## config.mk

```make
export PLATFORM = sky130hd
export DESIGN_NAME = sdram_subsystem
export DESIGN_NICKNAME = d
export VERILOG_FILES = /design/src/verilog/sdram_pkg.sv /design/src/verilog/sdram_refresh_timer.sv /design/src/verilog/sdram_row_tracker.sv /design/src/verilog/sdram_controller.sv /design/src/verilog/sdram_subsystem.sv
export SDC_FILE = /design/constraint.sdc
export NUM_CORES = 1
export LEC_CHECK = 0
export BUFFER_PORTS_ARGS = -buffer_cell sky130_fd_sc_hd__buf_2
export CAP_MARGIN = 20
export CORE_MARGIN = 2
export CORE_UTILIZATION = 35
export CTS_CLUSTER_DIAMETER = 200
export DETAILED_ROUTE_END_ITERATION = 8
export PLACE_DENSITY = 0.64
export REMOVE_ABC_BUFFERS = 1
export SLEW_MARGIN = 10
export SYNTH_ARGS = -nofsm -noshare
export SYNTH_HDL_FRONTEND = slang
export SYNTH_SLANG_ARGS = --single-unit
```

## constraint.sdc

```tcl
create_clock -name i_clock -period 10.4 [get_ports i_clock]
set_input_delay 0.52 -clock i_clock [delete_from_list [all_inputs] [get_ports i_clock]]
set_output_delay 0.52 -clock i_clock [all_outputs]
set_load 0.005 [all_outputs]
```

## src/verilog/sdram_pkg.sv

```systemverilog
`default_nettype none

package sdram_pkg;

	// ==============================
	// Chip commands and mode
	// ==============================

	// Bit order is cs_n, ras_n, cas_n, we_n.
	typedef enum logic [3:0] {
		CMD_NOP       = 4'b0111,
		CMD_PRECHARGE = 4'b0010,
		CMD_SET_MODE  = 4'b0000,
		CMD_REFRESH   = 4'b0001,
		CMD_ACTIVATE  = 4'b0011,
		CMD_READ      = 4'b0101,
		CMD_WRITE     = 4'b0100
	} sdram_cmd_t;

	localparam logic       WBM_PROGRAMMED   = 1'b0;    // Burst read and burst write.
	localparam logic [2:0] CAS_2            = 3'b010;
	localparam logic       BURST_SEQUENTIAL = 1'b0;
	localparam logic [2:0] BURST_2          = 3'b001;

	localparam logic [12:0] MODE_WORD =
		{3'b000, WBM_PROGRAMMED, 2'b00, CAS_2, BURST_SEQUENTIAL, BURST_2};

	localparam int CAS_LATENCY = 2;

	// Cycle counts between a command and the next one.
	localparam int T_RP  = 2;    // Precharge.
	localparam int T_RFC = 8;    // Auto refresh.
	localparam int T_MRD = 2;    // Mode register set.
	localparam int T_RCD = 2;    // Activate to read or write.

	// ==============================
	// Shared structs
	// ==============================

	typedef struct packed {
		logic        rw;         // 1 is write.
		logic [24:0] address;    // Byte address, 4 byte aligned.
		logic [31:0] wdata;
		logic [3:0]  wmask;      // Bit n enables byte n.
	} mem_req_t;

	// Bytes travel swapped inside each halfword on DQ.
	typedef struct packed {
		logic        cke;
		sdram_cmd_t  cmd;
		logic [1:0]  ba;
		logic [12:0] addr;
		logic [1:0]  dqm;        // High masks the lane.
		logic [15:0] wdata;
		logic        data_oe;
	} sdram_pins_t;

	typedef enum logic [1:0] {
		ROW_HIT,
		ROW_CLOSED,
		ROW_CONFLICT
	} row_state_t;

	// Address split.
	function automatic logic [8:0] col_of(input logic [24:0] address);
		return {address[9:2], 1'b0};    // Word column, even beat.
	endfunction

	function automatic logic [1:0] bank_of(input logic [24:0] address);
		return address[11:10];
	endfunction

	function automatic logic [12:0] row_of(input logic [24:0] address);
		return address[24:12];
	endfunction

endpackage

`default_nettype wire

```

## src/verilog/sdram_refresh_timer.sv

```systemverilog
`timescale 1ns/1ps
`default_nettype none

module sdram_refresh_timer #(
	parameter int REFRESH_INTERVAL = 780
) (
	input  logic i_clock,
	input  logic i_reset,
	input  logic i_refresh_ack,
	output logic o_pending
);
	localparam int CW = $clog2(REFRESH_INTERVAL);
	localparam logic [CW-1:0] RELOAD = CW'(REFRESH_INTERVAL - 1);

	logic [CW-1:0] count;

	always_ff @(posedge i_clock) begin
		if (i_reset) begin
			count <= RELOAD;
			o_pending <= 1'b0;
		end else begin
			if (count == '0) begin
				count <= RELOAD;
				o_pending <= 1'b1;    // Wrap wins over an ack.
			end else begin
				count <= count - 1'b1;
				if (i_refresh_ack) begin
					o_pending <= 1'b0;
				end
			end
		end
	end

	// Controller only takes a refresh that was asked for.
	ack_needs_pending: assert property (@(posedge i_clock) disable iff (i_reset)
		i_refresh_ack |-> o_pending)
		else $error("refresh ack without a pending refresh");

endmodule

`default_nettype wire

```

## src/verilog/sdram_row_tracker.sv

```systemverilog
`timescale 1ns/1ps
`default_nettype none

module sdram_row_tracker (
	input  logic                  i_clock,
	input  logic                  i_reset,
	input  logic                  i_open,
	input  logic                  i_close_all,
	input  logic [1:0]            i_bank,
	input  logic [12:0]           i_row,
	output sdram_pkg::row_state_t o_row_state,
	output logic                  o_any_open
);
	logic [3:0]  valid;          // One open flag per bank.
	logic [12:0] rows [4];

	always_ff @(posedge i_clock) begin
		if (i_reset) begin
			valid <= '0;
		end else if (i_close_all) begin
			valid <= '0;
		end else if (i_open) begin
			valid[i_bank] <= 1'b1;
		end
	end

	always_ff @(posedge i_clock) begin
		if (i_open) begin
			rows[i_bank] <= i_row;
		end
	end

	// Classify the current request.
	always_comb begin
		if (!valid[i_bank]) begin
			o_row_state = sdram_pkg::ROW_CLOSED;
		end else if (rows[i_bank] == i_row) begin
			o_row_state = sdram_pkg::ROW_HIT;
		end else begin
			o_row_state = sdram_pkg::ROW_CONFLICT;
		end
	end

	assign o_any_open = |valid;

	// Activate and refresh precharge come from different controller states.
	open_close_exclusive: assert property (@(posedge i_clock) disable iff (i_reset)
		!(i_open && i_close_all))
		else $error("row open and close all in the same cycle");

endmodule

`default_nettype wire

```

## src/verilog/sdram_controller.sv

```systemverilog
`timescale 1ns/1ps
`default_nettype none

module sdram_controller #(
	parameter int STARTUP_CYCLES = 20000
) (
	input  logic                   i_clock,
	input  logic                   i_reset,
	input  logic                   i_request,
	input  logic                   i_refresh_pending,
	input  sdram_pkg::mem_req_t    i_req,
	input  sdram_pkg::row_state_t  i_row_state,
	input  logic                   i_any_open,
	input  logic [15:0]            i_dq,
	output logic [31:0]            o_rdata,
	output logic                   o_ready,
	output logic                   o_refresh_ack,
	output logic                   o_open,
	output logic                   o_close_all,
	output sdram_pkg::sdram_pins_t o_pins
);
	// A wait of N in ST_WAIT gives N + 2 cycles between commands.
	localparam logic [15:0] CKE_ON    = 16'(STARTUP_CYCLES * 3 / 4);
	localparam logic [15:0] WAIT_RP   = 16'(sdram_pkg::T_RP - 2);
	localparam logic [15:0] WAIT_RFC  = 16'(sdram_pkg::T_RFC - 2);
	localparam logic [15:0] WAIT_MRD  = 16'(sdram_pkg::T_MRD - 2);
	localparam logic [15:0] WAIT_RCD  = 16'(sdram_pkg::T_RCD - 2);
	localparam logic [15:0] READ_SPAN = 16'(sdram_pkg::CAS_LATENCY + 3);
	localparam logic [12:0] ADDR_ALL_BANKS = 13'h0400;    // A10 high.

	typedef enum logic [3:0] {
		ST_STARTUP,
		ST_INIT_PRECHARGE,
		ST_INIT_REFRESH,
		ST_INIT_MODE,
		ST_WAIT,
		ST_IDLE,
		ST_REFRESH,
		ST_ACTIVATE,
		ST_ACCESS,
		ST_WRITE,
		ST_READ,
		ST_DONE
	} state_t;

	state_t              state;
	state_t              next_state;    // Target of ST_WAIT.
	logic [15:0]         count;
	logic                init_second;
	sdram_pkg::mem_req_t req_q;
	logic [15:0]         dq_r1;
	logic [15:0]         dq_r2;

	// ==============================
	// Command sequencer
	// ==============================

	always_ff @(posedge i_clock) begin
		if (i_reset) begin
			state <= ST_STARTUP;
			next_state <= ST_IDLE;
			count <= 16'(STARTUP_CYCLES - 1);
			init_second <= 1'b0;
			o_ready <= 1'b0;
			o_refresh_ack <= 1'b0;
			o_open <= 1'b0;
			o_close_all <= 1'b0;
			o_pins <= '{cke: 1'b0, cmd: sdram_pkg::CMD_NOP, ba: 2'b00, addr: '0,
				dqm: 2'b11, wdata: '0, data_oe: 1'b0};
		end else begin
			o_pins.cmd <= sdram_pkg::CMD_NOP;
			o_pins.data_oe <= 1'b0;
			o_refresh_ack <= 1'b0;
			o_open <= 1'b0;
			o_close_all <= 1'b0;

			case (state)
			ST_STARTUP: begin
				count <= count - 1'b1;
				if (count <= CKE_ON) begin    // First quarter done.
					o_pins.cke <= 1'b1;
					o_pins.dqm <= 2'b00;
				end
				if (count == '0) begin
					state <= ST_INIT_PRECHARGE;
				end
			end
			ST_INIT_PRECHARGE: begin
				o_pins.cmd <= sdram_pkg::CMD_PRECHARGE;
				o_pins.addr <= ADDR_ALL_BANKS;
				count <= WAIT_RP;
				next_state <= ST_INIT_REFRESH;
				state <= ST_WAIT;
			end
			ST_INIT_REFRESH: begin
				// Entered twice.
				o_pins.cmd <= sdram_pkg::CMD_REFRESH;
				init_second <= 1'b1;
				count <= WAIT_RFC;
				next_state <= init_second ? ST_INIT_MODE : ST_INIT_REFRESH;
				state <= ST_WAIT;
			end
			ST_INIT_MODE: begin
				o_pins.cmd <= sdram_pkg::CMD_SET_MODE;
				o_pins.ba <= 2'b00;
				o_pins.addr <= sdram_pkg::MODE_WORD;
				count <= WAIT_MRD;
				next_state <= ST_IDLE;
				state <= ST_WAIT;
			end
			ST_WAIT: begin
				if (count == '0) begin
					state <= next_state;
				end else begin
					count <= count - 1'b1;
				end
			end
			ST_IDLE: begin
				if (i_refresh_pending) begin
					o_refresh_ack <= 1'b1;
					if (i_any_open) begin
						// Rows cannot stay open across a refresh.
						o_pins.cmd <= sdram_pkg::CMD_PRECHARGE;
						o_pins.addr <= ADDR_ALL_BANKS;
						o_close_all <= 1'b1;
						count <= WAIT_RP;
						next_state <= ST_REFRESH;
						state <= ST_WAIT;
					end else begin
						state <= ST_REFRESH;
					end
				end else if (i_request) begin
					case (i_row_state)
					sdram_pkg::ROW_HIT: state <= ST_ACCESS;
					sdram_pkg::ROW_CLOSED: state <= ST_ACTIVATE;
					default: begin
						// Close the other row in this bank.
						o_pins.cmd <= sdram_pkg::CMD_PRECHARGE;
						o_pins.ba <= sdram_pkg::bank_of(i_req.address);
						o_pins.addr <= '0;
						count <= WAIT_RP;
						next_state <= ST_ACTIVATE;
						state <= ST_WAIT;
					end
					endcase
				end
			end
			ST_REFRESH: begin
				o_pins.cmd <= sdram_pkg::CMD_REFRESH;
				count <= WAIT_RFC;
				next_state <= ST_IDLE;
				state <= ST_WAIT;
			end
			ST_ACTIVATE: begin
				o_pins.cmd <= sdram_pkg::CMD_ACTIVATE;
				o_pins.ba <= sdram_pkg::bank_of(req_q.address);
				o_pins.addr <= sdram_pkg::row_of(req_q.address);
				o_open <= 1'b1;
				count <= WAIT_RCD;
				next_state <= ST_ACCESS;
				state <= ST_WAIT;
			end
			ST_ACCESS: begin
				o_pins.ba <= sdram_pkg::bank_of(req_q.address);
				o_pins.addr <= {4'b0000, sdram_pkg::col_of(req_q.address)};    // A10 low.
				if (req_q.rw) begin
					// Beat 0 is the upper halfword.
					o_pins.cmd <= sdram_pkg::CMD_WRITE;
					o_pins.wdata <= {req_q.wdata[23:16], req_q.wdata[31:24]};
					o_pins.dqm <= ~{req_q.wmask[2], req_q.wmask[3]};
					o_pins.data_oe <= 1'b1;
					state <= ST_WRITE;
				end else begin
					o_pins.cmd <= sdram_pkg::CMD_READ;
					o_pins.dqm <= 2'b00;
					count <= READ_SPAN;
					state <= ST_READ;
				end
			end
			ST_WRITE: begin
				o_pins.wdata <= {req_q.wdata[7:0], req_q.wdata[15:8]};
				o_pins.dqm <= ~{req_q.wmask[0], req_q.wmask[1]};
				o_pins.data_oe <= 1'b1;
				o_ready <= 1'b1;
				state <= ST_DONE;
			end
			ST_READ: begin
				if (count == '0) begin
					o_ready <= 1'b1;    // Lower beat lands this edge.
					state <= ST_DONE;
				end else begin
					count <= count - 1'b1;
				end
			end
			ST_DONE: begin
				o_pins.dqm <= 2'b00;
				if (!i_request) begin
					o_ready <= 1'b0;
					state <= ST_IDLE;
				end
			end
			default: state <= ST_STARTUP;
			endcase
		end
	end

	// ==============================
	// Request and read data path
	// ==============================

	always_ff @(posedge i_clock) begin
		if (state == ST_IDLE) begin
			req_q <= i_req;    // Holds the value taken at dispatch.
		end
	end

	// Chip drives beat 0 for the edge CAS_LATENCY after the one that takes READ.
	always_ff @(posedge i_clock) begin
		dq_r1 <= i_dq;
		dq_r2 <= dq_r1;
		if (state == ST_READ && count == 16'd1) begin
			o_rdata[31:16] <= {dq_r2[7:0], dq_r2[15:8]};
		end
		if (state == ST_READ && count == '0) begin
			o_rdata[15:0] <= {dq_r2[7:0], dq_r2[15:8]};
		end
	end

	nop_while_cke_low: assert property (@(posedge i_clock) disable iff (i_reset)
		!o_pins.cke |-> o_pins.cmd == sdram_pkg::CMD_NOP)
		else $error("command issued while cke is low");

	// The request is sampled on the edge that sets o_ready.
	ready_needs_request: assert property (@(posedge i_clock) disable iff (i_reset)
		$rose(o_ready) |-> $past(i_request))
		else $error("o_ready rose without a request");

endmodule

`default_nettype wire

```

## src/verilog/sdram_subsystem.sv

```systemverilog
`timescale 1ns/1ps
`default_nettype none

module sdram_subsystem #(
	parameter int STARTUP_CYCLES   = 20000,
	parameter int REFRESH_INTERVAL = 780
) (
	input  logic                   i_clock,
	input  logic                   i_reset,
	input  logic                   i_request,
	input  sdram_pkg::mem_req_t    i_req,
	output logic [31:0]            o_rdata,
	output logic                   o_ready,
	output logic                   o_sdram_clk,
	output sdram_pkg::sdram_pins_t o_pins,
	input  logic [15:0]            i_dq
);
	logic                  refresh_pending;
	logic                  refresh_ack;
	logic                  row_open;
	logic                  close_all;
	logic                  any_open;
	sdram_pkg::row_state_t row_state;

	assign o_sdram_clk = i_clock;    // No phase offset.

	sdram_refresh_timer #(
		.REFRESH_INTERVAL(REFRESH_INTERVAL)
	) u_refresh_timer (
		.i_clock       (i_clock),
		.i_reset       (i_reset),
		.i_refresh_ack (refresh_ack),
		.o_pending     (refresh_pending)
	);

	// Request fields stay stable until o_ready, so the tracker sees them at activate.
	sdram_row_tracker u_row_tracker (
		.i_clock     (i_clock),
		.i_reset     (i_reset),
		.i_open      (row_open),
		.i_close_all (close_all),
		.i_bank      (sdram_pkg::bank_of(i_req.address)),
		.i_row       (sdram_pkg::row_of(i_req.address)),
		.o_row_state (row_state),
		.o_any_open  (any_open)
	);

	sdram_controller #(
		.STARTUP_CYCLES(STARTUP_CYCLES)
	) u_controller (
		.i_clock           (i_clock),
		.i_reset           (i_reset),
		.i_request         (i_request),
		.i_refresh_pending (refresh_pending),
		.i_req             (i_req),
		.i_row_state       (row_state),
		.i_any_open        (any_open),
		.i_dq              (i_dq),
		.o_rdata           (o_rdata),
		.o_ready           (o_ready),
		.o_refresh_ack     (refresh_ack),
		.o_open            (row_open),
		.o_close_all       (close_all),
		.o_pins            (o_pins)
	);

endmodule

`default_nettype wire

```

After elaboration in Yosys (flattened, before gate mapping)
Memory sizes are Yosys's and may differ from the RTL's.
Index checks and enable logic that the tools add are counted.
- bits in latches: 0
- output and inout bits: 73
- word-level logic and storage cells: 156
- input bits: 81
- ROM bits: 0
- memories: 1
- RAM bits: 52
- bits in registers: 209
- shifts and indexed selects: 0
- reductions and logical operators: 36
- divide/modulo/power cells: 0
- multiplexer cells: 55
- add/subtract/negate cells: 2
- $lt $le $gt $ge: 3
- bitwise logic cells: 5
- $mul: 0
- equality and inequality tests: 28
- memory list (memory ; words ; bits a word ; rd ports ; clocked after memory_dff ; write ports ; RTL line ; RTL):
    u_row_tracker.rows ; 4 ; 13 ; 1 ; 0 ; 1 ; sdram_row_tracker.sv:15 ; logic [12:0] rows [4];
- operators by type and width (kind ; count):
    $mux 16 ; 6
    $pmux 16 s6 ; 1
    $pmux 13 s5 ; 1
    $mux 4 ; 11
    $pmux 17 s2 ; 1
    $pmux 4 s8 ; 1
    $mux 13 ; 2
    $pmux 4 s6 ; 1
    $pmux 4 s5 ; 1
    $mux 19 ; 1
    $mux 18 ; 1
    $mux 17 ; 1
    $eq 16x1->1 const B ; 1
    $eq 4x3->1 const B ; 4
    $eq 4x4->1 const B ; 4
    $le 16x14->1 const B ; 1
    $logic_not 16->1 ; 1
    $reduce_or 2->1 ; 8
    $sub 16x1->16 const B ; 1
    $mux 2 ; 7
    $eq 13x13->1 ; 1
    $mux 1 ; 13
    $ne 2x2->1 const B ; 6
    $reduce_and 4->1 ; 3
    other kinds (34) ; 51

Depth between registers and ports, before layout
An unclocked memory read counts as a cell.
- depth in word-level cells: 10
- gate-level depth with buffers: 10
- gate-level depth less buffers: 9

Modules after synthesis
From an unflattened synthesis, not the netlist that was laid out.
- cell total of the unflattened synthesis: 685
- area, all modules: 9446.6 µm²
- modules (own cells, without submodules) (module ; area each (µm²) ; times used ; cells an instance ; sequential area each (µm²)):
    sdram_controller ; 6700.2 ; 1 ; 524 ; 4744.6
    sdram_row_tracker ; 2230.9 ; 1 ; 103 ; 1641.6
    sdram_refresh_timer ; 508.0 ; 1 ; 57 ; 220.2
    sdram_subsystem ; 7.5 ; 1 ; 1 ; 0.0

==> impl_metrics.json <==
{
  "status": "finished, final reports clean",
  "area_delta_synth_final_pct": 25.2,
  "cts_tree": "done",
  "num_rows": 59,
  "drc_errors": 0,
  "grt_setup_unrepaired": "false",
  "reg2reg_depth": 7,
  "nNetsFinal": 957,
  "drtAntennaViolNets": 0,
  "antenna_found_initial": 0,
  "maxCapViolCount": 0,
  "viasPerCell": 5.03,
  "worstPathMaxFanout": 2,
  "syn_area_sq_um": 9370,
  "routed.top_layer": "met4",
  "vias": 6174,
  "worstSetupPathType": "clock port to primary output",
  "critPathLaunchType": "clock port",
  "seq_area_frac_synth_pct": 70.5,
  "yosys-top-cells-area": "edfxtp_1, dfxtp_1, mux4_1, nand2_1, a21oi_1",
  "worst_pin_slew_ns": 0.890,
  "synth.largest_area_cell": "edfxtp_1",
  "grt_pass1_wl_mm": 32.7,
  "tns_ns": 0,
  "gp_congestion": 0.821,
  "yosysMostFrequentCell": "edfxtp_1",
  "r2r_setup_slack_ns": 6.97,
  "yosys.cell_types.count": 62,
  "total_power_mw": 2.27,
  "design.core.area_sq_um": 26200,
  "wl_met1_mm": 8.77,
  "synth-main-ff-cell": "edfxtp_1",
  "grt_pass1_vias": 6037,
  "cp.arrival_ns": 5.56,
  "synth_edf_count": 144,
  "die_area_sq_um": 28100,
  "clkSlewWorstSetupHoldPaths_ns": 0.06,
  "postSynthCellCount": 699,
  "finalWirelength_mm": 20.6,
  "clkLatencyLatePin_ns": 0.65,
  "async_reset_ff_share_pct": 0,
  "wl_met3_mm": 1.11,
  "post_route_cells_drive_above_1_share_pct": 24.9,
  "die_y_um": 168,
  "synth_top_area_share_pct": 46.1,
  "synth_seq_cells": 258,
  "worstPathRequired_ns": 9.88,
  "holdPathStages": 1,
  "first_iter_violations": 419,
  "cellLeakagePower_nw": 4.32,
  "avgSynthCellArea_sq_um": 13.4,
  "grt-ovfl-total": 0,
  "r2r_end": "u_controller.count[14]",
  "fill_cells": 2383,
  "wire_per_inst_um": 16.8,
  "endpoint_kind": "primary output",
  "post-route-util_pct": 44.8,
  "ir_drop_mv": 0.156,
  "yosys-top-cells-count": "edfxtp_1, dfxtp_1, nand2_1",
  "slew-limit-headroom_pct": 40.7,
  "finalMaxSlewViolations": 0,
  "port_buffers": 150,
  "drtPass1Iterations": 5,
  "clock_skew_ns": 0.0289,
  "antenna_cells": 0,
  "track_usage_pct": 14.5,
  "hp-class": "input pin to register",
  "grt_max_degree": 68,
  "start_util_pct": 35.8,
  "r2r-start": "u_controller.state[2]",
  "powerDensity_nw_per_um2": 194,
  "setup_viol": 0,
  "min-delay-start": "i_req[39]",
  "dp_hpwl_mm": 13.5,
  "yosys_warnings": 0,
  "wl_met2_mm": 10.4,
  "hold_viol": 0,
  "holdPathEnd": "u_controller.req_q[39]",
  "die_w_um": 168,
  "num_io_pins": 154
}
-- final cells by class --
type / count / area (sq um) / share of cell area, %
repair buffers: 176 / 988 / 8.43
inverters: 18 / 67.6 / 0.576
multi-input cells: 386 / 2550 / 21.7
clock buffers: 34 / 788 / 6.72
clock inverters: 21 / 313 / 2.67
well taps: 335 / 419 / 3.57
flip-flops and latches: 258 / 6610 / 56.3
-- stage by stage --
step	setup slack [ns]	hold slack, ns	area, sq um	cells
2_1_floorplan	1.68	0.310	9190	662
3_3_place_gp	4.58	0.310	10500	1158
3_5_place_dp	4.58	0.312	10500	1158
4_1_cts	4.32	0.0163	11700	1228
5_1_grt	4.31	0.0164	11700	1228
6_report	4.32	0.0448	11700	1228
-- layer usage --
| layer | track usage (%) | up-vias |
|---|---|---|
| met4 | 3.55 | 0 |
| met1 | 18.4 | 3012 |
| li1 | - | 2966 |
| met3 | 3.05 | 27 |
| met2 | 25.3 | 169 |
| met5 | 0 | - |
-- timing repair --
item / 4_1_cts / 5_1_grt
hold buffers: 16 / 0
setup buffers: 0 / 0
gates resized for setup: 0 / 0
hold endpoints to repair: 16 / 0
-- worst max-delay path by stage --
stage | from | endpoint | slack (ns) | depth (start not counted)
after CTS | i_clock | o_sdram_clk | 4.32 | 3
final | i_clock | o_sdram_clk | 4.32 | 3
after global placement | i_clock | o_sdram_clk | 4.58 | 1
after detailed placement | i_clock | o_sdram_clk | 4.58 | 1
after floorplan | u_controller.state[2] | u_controller.o_pins[28] | 1.68 | 6
after global routing | i_clock | o_sdram_clk | 4.31 | 3
-- worst max-delay path, cell delays in order --
cell	delay (ns)
clkbuf_16	0.12
clkbuf_16	0.13
buf_2	0.11
-- power breakdown --
| group | leakage [nW] | switching, mW | total [mW] | internal, mW |
|---|---|---|---|---|
| registers | 2.23 | 0.00433 | 1.09 | 1.08 |
| logic | 1.57 | 0.0274 | 0.0542 | 0.0268 |
| clock network | 0.532 | 0.411 | 1.13 | 0.722 |
-- registers in the layout (all words and copies together) (netlist names) --
name and flops:
u_refresh_timer.count 10, u_controller.count 16, u_row_tracker.rows 52, u_controller.o_rdata 32
u_controller.o_close_all 1, u_controller.init_second 1, u_refresh_timer.o_pending 1, u_controller.next_state 4
u_row_tracker.valid 4, u_controller.o_pins 38, u_controller.o_open 1, u_controller.o_ready 1
u_controller.req_q 60, u_controller.dq_r1 16, u_controller.dq_r2 16, u_controller.state 4
u_controller.o_refresh_ack 1
-- cells in the final DEF (no fill, tap or decap), drive strengths merged, types with 4 or more instances in the layout --
| cell type | synthesis | layout |
|---|---|---|
| buf | 12 | 161 |
| edfxtp | 144 | 144 |
| dfxtp | 114 | 114 |
| nand2 | 63 | 63 |
| nor2 | 44 | 44 |
| a21oi | 43 | 43 |
| o21ai | 43 | 43 |
| clkbuf | 25 | 33 |
| a22oi | 24 | 24 |
| nor3 | 20 | 20 |
| xnor2 | 19 | 19 |
| inv | 17 | 17 |
| dlygate4sd3 | 0 | 16 |
| mux4 | 14 | 14 |
| clkinv | 1 | 12 |
| nand3 | 9 | 9 |
| bufinv | 0 | 7 |
| nor4 | 7 | 7 |
| and3 | 6 | 6 |
| a31oi | 6 | 6 |
| or3 | 6 | 6 |
| nand4 | 5 | 5 |
| o21a | 5 | 5 |
| a32o | 5 | 5 |
| and2 | 5 | 5 |
| or4 | 5 | 5 |
| o31a | 4 | 4 |
| ha | 4 | 4 |
-- cells by family (layout without fill, tap and decap cells) --
kind of cell,count (synthesis),in the layout,synth area share [%]
flops,258,258,70.5
simple gates,182,182,9.23
other cells,1,1,0.0400
fa+ha+maj,4,4,0.534
buf+inv,55,249,2.64
xor+xnor,21,21,1.96
compound gates,163,163,11.1
mux,15,15,3.95
(Power assumes the default switching activity.)
